<file path="config.mk">
export PLATFORM = sky130hd
export DESIGN_NAME = core_top
export DESIGN_NICKNAME = d
export VERILOG_FILES = /design/src/core_pkg.sv /design/src/core_top.sv /design/src/decode_stage.sv /design/src/execute_stage.sv /design/src/result_stage.sv
export VERILOG_INCLUDE_DIRS = /design/src
export SDC_FILE = /design/constraint.sdc
export NUM_CORES = 2
export LEC_CHECK = 0
export BUFFER_PORTS_ARGS = -buffer_cell sky130_fd_sc_hd__buf_2
export CELL_PAD_IN_SITES_DETAIL_PLACEMENT = 1
export CELL_PAD_IN_SITES_GLOBAL_PLACEMENT = 2
export CORE_UTILIZATION = 25
export DETAILED_ROUTE_END_ITERATION = 10
export PLACE_DENSITY = 0.55
export SLEW_MARGIN = 20
export SYNTH_ARGS = -nofsm -noshare
export SYNTH_HDL_FRONTEND = slang
export SYNTH_HIERARCHICAL = 1
export SYNTH_SLANG_ARGS = --single-unit
</file>
<file path="constraint.sdc">
create_clock -name clk -period 10.4 [get_ports clk]
set_input_delay 2.6 -clock clk [delete_from_list [all_inputs] [get_ports clk]]
set_output_delay 2.6 -clock clk [all_outputs]
set_load 0.03 [all_outputs]
</file>
<file path="src/core_macros.svh">
`ifndef CORE_MACROS_SVH
`define CORE_MACROS_SVH

// Datapath and register file
`define CORE_XLEN     32
`define CORE_NREGS    32
`define CORE_RADDR_W  5

// Instruction fields
`define CORE_OPC_HI   31
`define CORE_OPC_LO   26
`define CORE_RD_LO    21
`define CORE_RJ_LO    16
`define CORE_RK_LO    11
`define CORE_IMM_W    16

// Byte distance between sequential instructions
`define CORE_PC_STEP  4

// Branch offset is in instruction units
`define CORE_BR_SHIFT 2

`endif

</file>
<file path="src/core_pkg.sv">
`include "core_macros.svh"

package core_pkg;

    // Instruction opcodes, any other encoding is a no-op
    typedef enum logic [`CORE_OPC_HI-`CORE_OPC_LO:0] {
        OPC_ADD  = 6'h01,
        OPC_SUB  = 6'h02,
        OPC_AND  = 6'h03,
        OPC_OR   = 6'h04,
        OPC_XOR  = 6'h05,
        OPC_SLT  = 6'h06,
        OPC_ADDI = 6'h08,
        OPC_LUI  = 6'h09,
        OPC_BEQ  = 6'h10,
        OPC_BNE  = 6'h11
    } opcode_e;

    // ALU functions
    typedef enum logic [2:0] {
        ALU_ADD,
        ALU_SUB,
        ALU_AND,
        ALU_OR,
        ALU_XOR,
        ALU_SLT,
        ALU_LUI   // Upper half load
    } alu_op_e;

    // Branch compare kinds
    typedef enum logic [1:0] {
        BR_NONE,
        BR_EQ,
        BR_NE
    } branch_e;

endpackage

</file>
<file path="src/core_top.sv">
`include "core_macros.svh"

module core_top (
    input  logic                     clk,
    input  logic                     rst_n_i,
    input  logic                     instr_valid_i,
    input  logic [`CORE_XLEN-1:0]    instr_i,
    input  logic [`CORE_XLEN-1:0]    pc_i,
    output logic                     redirect_o,
    output logic [`CORE_XLEN-1:0]    redirect_pc_o,
    output logic [`CORE_XLEN-1:0]    debug_wb_pc_o,
    output logic                     debug_wb_rf_wen_o,
    output logic [`CORE_RADDR_W-1:0] debug_wb_rf_wnum_o,
    output logic [`CORE_XLEN-1:0]    debug_wb_rf_wdata_o
);

    // Register file read ports
    logic [`CORE_RADDR_W-1:0] rj_addr;
    logic [`CORE_RADDR_W-1:0] rk_addr;
    logic [`CORE_XLEN-1:0]    rj_data;
    logic [`CORE_XLEN-1:0]    rk_data;

    // Decode to execute
    logic                     id_valid;
    logic [`CORE_XLEN-1:0]    id_pc;
    core_pkg::alu_op_e        id_alu_op;
    core_pkg::branch_e        id_branch;
    logic                     id_use_imm;
    logic [`CORE_XLEN-1:0]    id_imm;
    logic                     id_rf_we;
    logic [`CORE_RADDR_W-1:0] id_rd;
    logic [`CORE_RADDR_W-1:0] id_rj;
    logic [`CORE_RADDR_W-1:0] id_rk;
    logic [`CORE_XLEN-1:0]    id_rj_data;
    logic [`CORE_XLEN-1:0]    id_rk_data;

    // Execute to result
    logic                     ex_valid;
    logic [`CORE_XLEN-1:0]    ex_pc;
    logic                     ex_rf_we;
    logic [`CORE_RADDR_W-1:0] ex_rd;
    logic [`CORE_XLEN-1:0]    ex_data;

    decode_stage u_decode (
        .clk           (clk),
        .rst_n_i       (rst_n_i),
        .instr_valid_i (instr_valid_i),
        .instr_i       (instr_i),
        .pc_i          (pc_i),
        .redirect_i    (redirect_o),
        .rj_data_i     (rj_data),
        .rk_data_i     (rk_data),
        .rj_addr_o     (rj_addr),
        .rk_addr_o     (rk_addr),
        .id_valid_o    (id_valid),
        .id_pc_o       (id_pc),
        .id_alu_op_o   (id_alu_op),
        .id_branch_o   (id_branch),
        .id_use_imm_o  (id_use_imm),
        .id_imm_o      (id_imm),
        .id_rf_we_o    (id_rf_we),
        .id_rd_o       (id_rd),
        .id_rj_o       (id_rj),
        .id_rk_o       (id_rk),
        .id_rj_data_o  (id_rj_data),
        .id_rk_data_o  (id_rk_data)
    );

    execute_stage u_execute (
        .clk           (clk),
        .rst_n_i       (rst_n_i),
        .id_valid_i    (id_valid),
        .id_pc_i       (id_pc),
        .id_alu_op_i   (id_alu_op),
        .id_branch_i   (id_branch),
        .id_use_imm_i  (id_use_imm),
        .id_imm_i      (id_imm),
        .id_rf_we_i    (id_rf_we),
        .id_rd_i       (id_rd),
        .id_rj_i       (id_rj),
        .id_rk_i       (id_rk),
        .id_rj_data_i  (id_rj_data),
        .id_rk_data_i  (id_rk_data),
        .redirect_o    (redirect_o),
        .redirect_pc_o (redirect_pc_o),
        .ex_valid_o    (ex_valid),
        .ex_pc_o       (ex_pc),
        .ex_rf_we_o    (ex_rf_we),
        .ex_rd_o       (ex_rd),
        .ex_data_o     (ex_data)
    );

    result_stage u_result (
        .clk                 (clk),
        .rst_n_i             (rst_n_i),
        .ex_valid_i          (ex_valid),
        .ex_pc_i             (ex_pc),
        .ex_rf_we_i          (ex_rf_we),
        .ex_rd_i             (ex_rd),
        .ex_data_i           (ex_data),
        .rj_addr_i           (rj_addr),
        .rk_addr_i           (rk_addr),
        .rj_data_o           (rj_data),
        .rk_data_o           (rk_data),
        .debug_wb_pc_o       (debug_wb_pc_o),
        .debug_wb_rf_wen_o   (debug_wb_rf_wen_o),
        .debug_wb_rf_wnum_o  (debug_wb_rf_wnum_o),
        .debug_wb_rf_wdata_o (debug_wb_rf_wdata_o)
    );

endmodule

</file>
<file path="src/decode_stage.sv">
`include "core_macros.svh"

module decode_stage (
    input  logic                     clk,
    input  logic                     rst_n_i,
    input  logic                     instr_valid_i,
    input  logic [`CORE_XLEN-1:0]    instr_i,
    input  logic [`CORE_XLEN-1:0]    pc_i,
    input  logic                     redirect_i,
    input  logic [`CORE_XLEN-1:0]    rj_data_i,
    input  logic [`CORE_XLEN-1:0]    rk_data_i,
    output logic [`CORE_RADDR_W-1:0] rj_addr_o,
    output logic [`CORE_RADDR_W-1:0] rk_addr_o,
    output logic                     id_valid_o,
    output logic [`CORE_XLEN-1:0]    id_pc_o,
    output core_pkg::alu_op_e        id_alu_op_o,
    output core_pkg::branch_e        id_branch_o,
    output logic                     id_use_imm_o,
    output logic [`CORE_XLEN-1:0]    id_imm_o,
    output logic                     id_rf_we_o,
    output logic [`CORE_RADDR_W-1:0] id_rd_o,
    output logic [`CORE_RADDR_W-1:0] id_rj_o,
    output logic [`CORE_RADDR_W-1:0] id_rk_o,
    output logic [`CORE_XLEN-1:0]    id_rj_data_o,
    output logic [`CORE_XLEN-1:0]    id_rk_data_o
);

    core_pkg::opcode_e         opcode;
    core_pkg::alu_op_e         alu_op;
    core_pkg::branch_e         branch;
    logic [`CORE_RADDR_W-1:0]  rd;
    logic [`CORE_RADDR_W-1:0]  rj;
    logic [`CORE_RADDR_W-1:0]  rk;
    logic [`CORE_IMM_W-1:0]    imm16;
    logic [`CORE_XLEN-1:0]     imm_sext;
    logic                      use_imm;
    logic                      writes_rd;

    assign opcode   = core_pkg::opcode_e'(instr_i[`CORE_OPC_HI:`CORE_OPC_LO]);
    assign rd       = instr_i[`CORE_RD_LO +: `CORE_RADDR_W];
    assign rj       = instr_i[`CORE_RJ_LO +: `CORE_RADDR_W];
    assign rk       = instr_i[`CORE_RK_LO +: `CORE_RADDR_W];
    assign imm16    = instr_i[`CORE_IMM_W-1:0];
    assign imm_sext = {{(`CORE_XLEN-`CORE_IMM_W){imm16[`CORE_IMM_W-1]}}, imm16};

    always_comb begin
        alu_op    = core_pkg::ALU_ADD;
        branch    = core_pkg::BR_NONE;
        use_imm   = 1'b0;
        writes_rd = 1'b1;
        case (opcode)
            core_pkg::OPC_ADD:  alu_op = core_pkg::ALU_ADD;
            core_pkg::OPC_SUB:  alu_op = core_pkg::ALU_SUB;
            core_pkg::OPC_AND:  alu_op = core_pkg::ALU_AND;
            core_pkg::OPC_OR:   alu_op = core_pkg::ALU_OR;
            core_pkg::OPC_XOR:  alu_op = core_pkg::ALU_XOR;
            core_pkg::OPC_SLT:  alu_op = core_pkg::ALU_SLT;
            core_pkg::OPC_ADDI: use_imm = 1'b1;
            core_pkg::OPC_LUI: begin
                alu_op  = core_pkg::ALU_LUI;
                use_imm = 1'b1;
            end
            core_pkg::OPC_BEQ: begin
                branch    = core_pkg::BR_EQ;
                writes_rd = 1'b0;
            end
            core_pkg::OPC_BNE: begin
                branch    = core_pkg::BR_NE;
                writes_rd = 1'b0;
            end
            default: writes_rd = 1'b0;   // Unknown opcode is a no-op
        endcase
    end

    // Branches compare rd against rj, so rd goes out on the rk port
    assign rj_addr_o = rj;
    assign rk_addr_o = (branch != core_pkg::BR_NONE) ? rd : rk;

    always_ff @(posedge clk) begin
        if (!rst_n_i) begin
            id_valid_o <= 1'b0;
        end else begin
            id_valid_o <= instr_valid_i && !redirect_i;  // Squash behind a taken branch
        end
    end

    always_ff @(posedge clk) begin
        id_pc_o      <= pc_i;
        id_alu_op_o  <= alu_op;
        id_branch_o  <= branch;
        id_use_imm_o <= use_imm;
        id_imm_o     <= imm_sext;
        id_rf_we_o   <= writes_rd && (rd != '0);  // r0 never written
        id_rd_o      <= rd;
        id_rj_o      <= rj_addr_o;
        id_rk_o      <= rk_addr_o;
        id_rj_data_o <= rj_data_i;
        id_rk_data_o <= rk_data_i;
    end

    a_no_branch_write: assert property (@(posedge clk) disable iff (!rst_n_i)
        id_valid_o && (id_branch_o != core_pkg::BR_NONE) |-> !id_rf_we_o);

endmodule

</file>
<file path="src/execute_stage.sv">
`include "core_macros.svh"

module execute_stage (
    input  logic                     clk,
    input  logic                     rst_n_i,
    input  logic                     id_valid_i,
    input  logic [`CORE_XLEN-1:0]    id_pc_i,
    input  core_pkg::alu_op_e        id_alu_op_i,
    input  core_pkg::branch_e        id_branch_i,
    input  logic                     id_use_imm_i,
    input  logic [`CORE_XLEN-1:0]    id_imm_i,
    input  logic                     id_rf_we_i,
    input  logic [`CORE_RADDR_W-1:0] id_rd_i,
    input  logic [`CORE_RADDR_W-1:0] id_rj_i,
    input  logic [`CORE_RADDR_W-1:0] id_rk_i,
    input  logic [`CORE_XLEN-1:0]    id_rj_data_i,
    input  logic [`CORE_XLEN-1:0]    id_rk_data_i,
    output logic                     redirect_o,
    output logic [`CORE_XLEN-1:0]    redirect_pc_o,
    output logic                     ex_valid_o,
    output logic [`CORE_XLEN-1:0]    ex_pc_o,
    output logic                     ex_rf_we_o,
    output logic [`CORE_RADDR_W-1:0] ex_rd_o,
    output logic [`CORE_XLEN-1:0]    ex_data_o
);

    logic                  fwd_rj;
    logic                  fwd_rk;
    logic [`CORE_XLEN-1:0] src_j;
    logic [`CORE_XLEN-1:0] src_k;
    logic [`CORE_XLEN-1:0] alu_b;
    logic [`CORE_XLEN-1:0] alu_res;
    logic                  br_taken;

    // Previous instruction still sits in our own result register
    assign fwd_rj = ex_valid_o && ex_rf_we_o && (ex_rd_o == id_rj_i);
    assign fwd_rk = ex_valid_o && ex_rf_we_o && (ex_rd_o == id_rk_i);

    assign src_j = fwd_rj ? ex_data_o : id_rj_data_i;
    assign src_k = fwd_rk ? ex_data_o : id_rk_data_i;
    assign alu_b = id_use_imm_i ? id_imm_i : src_k;

    always_comb begin
        case (id_alu_op_i)
            core_pkg::ALU_SUB: alu_res = src_j - alu_b;
            core_pkg::ALU_AND: alu_res = src_j & alu_b;
            core_pkg::ALU_OR:  alu_res = src_j | alu_b;
            core_pkg::ALU_XOR: alu_res = src_j ^ alu_b;
            core_pkg::ALU_SLT: alu_res = {{(`CORE_XLEN-1){1'b0}}, $signed(src_j) < $signed(alu_b)};
            core_pkg::ALU_LUI: alu_res = {alu_b[`CORE_IMM_W-1:0], {`CORE_IMM_W{1'b0}}};
            default:           alu_res = src_j + alu_b;
        endcase
    end

    // rd arrives on the k operand for branches
    always_comb begin
        case (id_branch_i)
            core_pkg::BR_EQ: br_taken = (src_j == src_k);
            core_pkg::BR_NE: br_taken = (src_j != src_k);
            default:         br_taken = 1'b0;
        endcase
    end

    assign redirect_o    = id_valid_i && br_taken;
    assign redirect_pc_o = id_pc_i + (id_imm_i << `CORE_BR_SHIFT);

    always_ff @(posedge clk) begin
        if (!rst_n_i) begin
            ex_valid_o <= 1'b0;
            ex_rf_we_o <= 1'b0;
        end else begin
            ex_valid_o <= id_valid_i;
            ex_rf_we_o <= id_valid_i && id_rf_we_i;
        end
    end

    always_ff @(posedge clk) begin
        ex_pc_o   <= id_pc_i;
        ex_rd_o   <= id_rd_i;
        ex_data_o <= alu_res;
    end

    a_redirect_src: assert property (@(posedge clk) disable iff (!rst_n_i)
        redirect_o |-> id_valid_i && (id_branch_i != core_pkg::BR_NONE));

    // Instruction strobed alongside a taken branch never reaches execute
    a_squash_hole: assert property (@(posedge clk) disable iff (!rst_n_i)
        redirect_o |=> !id_valid_i);

endmodule

</file>
<file path="src/result_stage.sv">
`include "core_macros.svh"

module result_stage (
    input  logic                     clk,
    input  logic                     rst_n_i,
    input  logic                     ex_valid_i,
    input  logic [`CORE_XLEN-1:0]    ex_pc_i,
    input  logic                     ex_rf_we_i,
    input  logic [`CORE_RADDR_W-1:0] ex_rd_i,
    input  logic [`CORE_XLEN-1:0]    ex_data_i,
    input  logic [`CORE_RADDR_W-1:0] rj_addr_i,
    input  logic [`CORE_RADDR_W-1:0] rk_addr_i,
    output logic [`CORE_XLEN-1:0]    rj_data_o,
    output logic [`CORE_XLEN-1:0]    rk_data_o,
    output logic [`CORE_XLEN-1:0]    debug_wb_pc_o,
    output logic                     debug_wb_rf_wen_o,
    output logic [`CORE_RADDR_W-1:0] debug_wb_rf_wnum_o,
    output logic [`CORE_XLEN-1:0]    debug_wb_rf_wdata_o
);

    logic [`CORE_XLEN-1:0] rf [`CORE_NREGS];
    logic                  wr_en;

    assign wr_en = ex_valid_i && ex_rf_we_i && (ex_rd_i != '0);

    always_ff @(posedge clk) begin
        if (!rst_n_i) begin
            for (int i = 0; i < `CORE_NREGS; i++) begin
                rf[i] <= '0;
            end
        end else if (wr_en) begin
            rf[ex_rd_i] <= ex_data_i;
        end
    end

    // Write-through covers the instruction two ahead
    assign rj_data_o = (rj_addr_i == '0)                ? '0 :
                       (wr_en && (ex_rd_i == rj_addr_i)) ? ex_data_i :
                                                           rf[rj_addr_i];
    assign rk_data_o = (rk_addr_i == '0)                ? '0 :
                       (wr_en && (ex_rd_i == rk_addr_i)) ? ex_data_i :
                                                           rf[rk_addr_i];

    always_ff @(posedge clk) begin
        if (!rst_n_i) begin
            debug_wb_rf_wen_o <= 1'b0;
        end else begin
            debug_wb_rf_wen_o <= wr_en;  // Low for branches, r0 and no-ops
        end
    end

    always_ff @(posedge clk) begin
        if (ex_valid_i) begin
            debug_wb_pc_o       <= ex_pc_i;
            debug_wb_rf_wnum_o  <= ex_rd_i;
            debug_wb_rf_wdata_o <= ex_data_i;
        end
    end

    a_r0_zero: assert property (@(posedge clk) disable iff (!rst_n_i)
        rf[0] == '0);

endmodule

</file>
==> results.md <==
- Crit-path max FO: 32
- Core area: 280000 um2
- Global-route wire length before repair: 427000 um
- Inserted Clock Buffers: 161
- Largest net degree at the start of global routing: 92
- First-pass DRT Iterations: 5
- PnR worst setup slack: 2.62 ns
- Number of global-route vias before repair: 50800
- Initial Util: 0.252
- Post-Route Setup TNS: 0 ns
- Filler cell count: 30200
- Synthesized instance count: 5565
- Asr flop ratio synth: 0
- Crit Path Class: flip-flop to output port
- RR Startpoint: u_execute/ex_rd_o[4]$_DFF_P_
- Iter 0 DRT Violations: 4647
- Synth cell types: 108
- Placement Rows: 194
- Dpl hpwl: 199000 um
- Post_cts resized: 0
- VDD IR max: 0.118 mV
- Final nets: 5770
- Synthesized area per cell: 12.7 um2
- Skew-Pair Late Insertion Delay: 0.85 ns
- Leakage: 29.8 nW
- Boundary pin count: 170
- Avg WL per Cell: 32.9 um
- R2R Setup Slk: 3.82 ns
- CP required: 7.80 ns
- Number of port buffers: 169
- Final clock period utilization by the worst path: 0.748
- Placed Cells: 9136
- Setup violators final: 0
- Htree depth: 4
- Worst-case clock buffer depth: 4
- Post-DRT Antenna Nets: 0
- Via count: 49900
- Die area: 285000 um2
- CTS Sinks: 1300
- Reg area: 37000 um2
- Ys Warns: 6
- Worst Setup Start Kind: flip-flop
- Reg2Reg Depth: 15
- Worst R2R End: u_execute/ex_data_o[29]$_DFF_P_
- Layout area overhead: 14.4%
- Die height: 534 um
- Final count of hold timing violations: 0
- Initial antenna violation count: 22
- Routed wire length: 310000 um
- CTS tree: done
- Vias per std cell: 5.28
- Synth Flop Type: edfxtp_1
- Gr ovfl total: 0
- Total global routing track utilization: 0.213
- Netlist Area Pre-Place: 70700 um2
- RSZ-0062 raised after global routing: false
- Pin slew with the least headroom to its limit: 1.18 ns
- Outcome: completed
- CP Capture Point: redirect_o
- Clk_skew: 0.0462 ns
- Post-synthesis sequential area ratio: 0.523
- F_max: 129 MHz
- Max Cap Viol: 0
- Worst setup EP type: output port
- Clock-pin transition on the worst setup and hold timing paths: 0.06 ns
- CTS Root Cell: clkbuf_16
- CP Launch Point: u_execute/ex_rd_o[4]$_DFF_P_
- Power Density: 182 nW/um2
- Post-CTS Setup Inserts: 0
- Min-Delay Path Class: flip-flop to flip-flop
- GP Congestion: 0.858
- Fin. max-slew vios: 0
- Post-synth EDFFs: 1093
- Drt drc: 0
- Layout cell share with drive strength beyond 1: 0.193
- Minimum clock period: 7.78 ns
- Rel. slew slack: 0.215
- Non-filler cells, final: 9440
- Dpl ws: 3.41 ns
- WP data arrival: 5.18 ns
- Multi-input logic area: 31500 um2
- FF+latch count, synth: 1300
- Chip width: 534 um
- Hold buffers post-CTS: 0
[kinds of logic (layout without fill, tap and decap cells)]
logic type	after synthesis	in the layout	synth area share
AND/OR/NAND/NOR	1664	1664	0.133
buffers and inverters	654	757	0.0439
multiplexers	797	797	0.173
adder cells (fa/ha/maj)	127	127	0.0228
XOR/XNOR	84	84	0.0104
flip-flops	1300	1300	0.523
other	1	49	0.0000531
AO/OA/AOI/OAI	938	938	0.0933
[layout by cell type, fill, tap and decap left out, types with 124 or more instances in the layout]
cell       synthesis  routed
mux2i_1          388     388
and2_1          1003    1001
dfxtp_1          207     199
buf_2             82     165
nand2_1          201     199
a21oi_1          181     181
clkbuf_16          0     166
inv_1            134     132
nor2_1           197     163
mux4_2           331     331
edfxtp_1        1093    1093
buf_4             51     160
a22oi_1          144     144
ha_1             124     124
[area by class of cell]
cell class	instances	share of cell area
multi-input combinational	3642	0.389
clock inverter	65	0.00559
timing repair buffer	337	0.0278
clock buffer	221	0.0553
tap	3724	0.0577
sequential	1300	0.458
antenna	17	0.000526
inverter	134	0.00622
[worst min-delay path by stage]
stage / startpoint / to / slack [ns] / depth (start not counted)
2_1_floorplan: u_decode/id_rd_o[0]$_DFF_P_ / u_execute/ex_rd_o[0]$_DFF_P_ / 0.31 / 0
3_3_place_gp: u_decode/id_rd_o[3]$_DFF_P_ / u_execute/ex_rd_o[3]$_DFF_P_ / 0.32 / 0
3_5_place_dp: u_decode/id_rd_o[0]$_DFF_P_ / u_execute/ex_rd_o[0]$_DFF_P_ / 0.31 / 0
4_1_cts: u_decode/id_rd_o[3]$_DFF_P_ / u_execute/ex_rd_o[3]$_DFF_P_ / 0.33 / 0
5_1_grt: u_decode/id_rd_o[3]$_DFF_P_ / u_execute/ex_rd_o[3]$_DFF_P_ / 0.34 / 0
6_report: u_decode/id_rd_o[3]$_DFF_P_ / u_execute/ex_rd_o[3]$_DFF_P_ / 0.33 / 0
[critical path: stages (launching register included)]
cell     delay [ns]
dfxtp_1        0.63
xor2_1         0.18
nor4_2         0.43
nand2_2        0.61
mux2_2         0.52
xnor2_1        0.22
nor4_1         0.43
nand4_1        0.14
nor2_1         0.44
mux2i_1        0.33
and2_1         0.20
buf_2          0.21
[cells in the mapped netlist, types with 17 or more instances]
master       n  area share
a211oi_1    41      0.0044
a21o_1      18      0.0019
a21oi_1    181       0.013
a221o_1     19      0.0027
a221oi_1    69      0.0086
a22oi_1    144       0.015
a31oi_1     23      0.0020
a32o_1      32      0.0045
and2_1    1003       0.089
buf_1       20      0.0011
buf_2       82      0.0058
buf_4       51      0.0054
buf_6       30      0.0048
clkbuf_1   324       0.017
dfxtp_1    207       0.059
edfxtp_1  1093        0.46
ha_1       124       0.022
inv_1      134      0.0071
mux2_2      76       0.012
mux2i_1    388       0.055
mux4_2     331        0.11
nand2_1    201       0.011
nand2b_1    23      0.0020
nand3_1     66      0.0047
nor2_1     197       0.010
nor2b_1     22      0.0019
nor3_1      46      0.0033
nor4_1      21      0.0019
o211ai_1    19      0.0020
o21ai_0    138      0.0098
o21bai_1    17      0.0018
o221ai_1    41      0.0051
o22ai_1     69      0.0061
xnor2_1     65      0.0081
xor2_1      19      0.0024
[layer usage]
| layer | track usage | routed length (um) | vias to the layer above | share of wire |
|---|---|---|---|---|
| li1 | - | - | 20900 | - |
| met3 | 0.0320 | 18600 | 382 | 0.060 |
| met4 | 0.0545 | 7790 | 6 | 0.025 |
| met5 | 0 | 41 | - | 0.00013 |
| met2 | 0.357 | 148000 | 1702 | 0.48 |
| met1 | 0.287 | 136000 | 26900 | 0.44 |
[stage by stage]
step                      utilization  hold slack (ns)  instance area [um2]  total power, mW
after global routing            0.288            0.344                80800             15.2
final                           0.289            0.327                80800             14.7
after floorplan                     -            0.310                70800             7.94
after global placement          0.271            0.316                75800             9.37
after CTS                       0.288            0.326                80800             14.9
after detailed placement        0.271            0.313                75800             9.39
[flip-flops by register name, indices dropped and copies added, names as in the netlist, 5 cells and up]
name	flops
u_result/rf	1024
u_execute/ex_rd_o	5
u_decode/id_imm_o	16
u_decode/id_rd_o	5
u_decode/id_rj_data_o	32
u_decode/id_pc_o	32
u_decode/id_rk_data_o	32
u_result/debug_wb_rf_wnum_o	5
u_execute/ex_data_o	32
u_decode/id_rk_o	5
u_execute/ex_pc_o	32
u_decode/id_rj_o	5
u_result/debug_wb_pc_o	32
u_result/debug_wb_rf_wdata_o	32
[where the power goes]
group	switching (mW)	internal [mW]	total, mW
Sequential	0.306	5.93	6.24
Clock	2.33	3.10	5.43
Combinational	2.19	0.876	3.07
No activity file was read; power rests on OpenSTA's default activity.
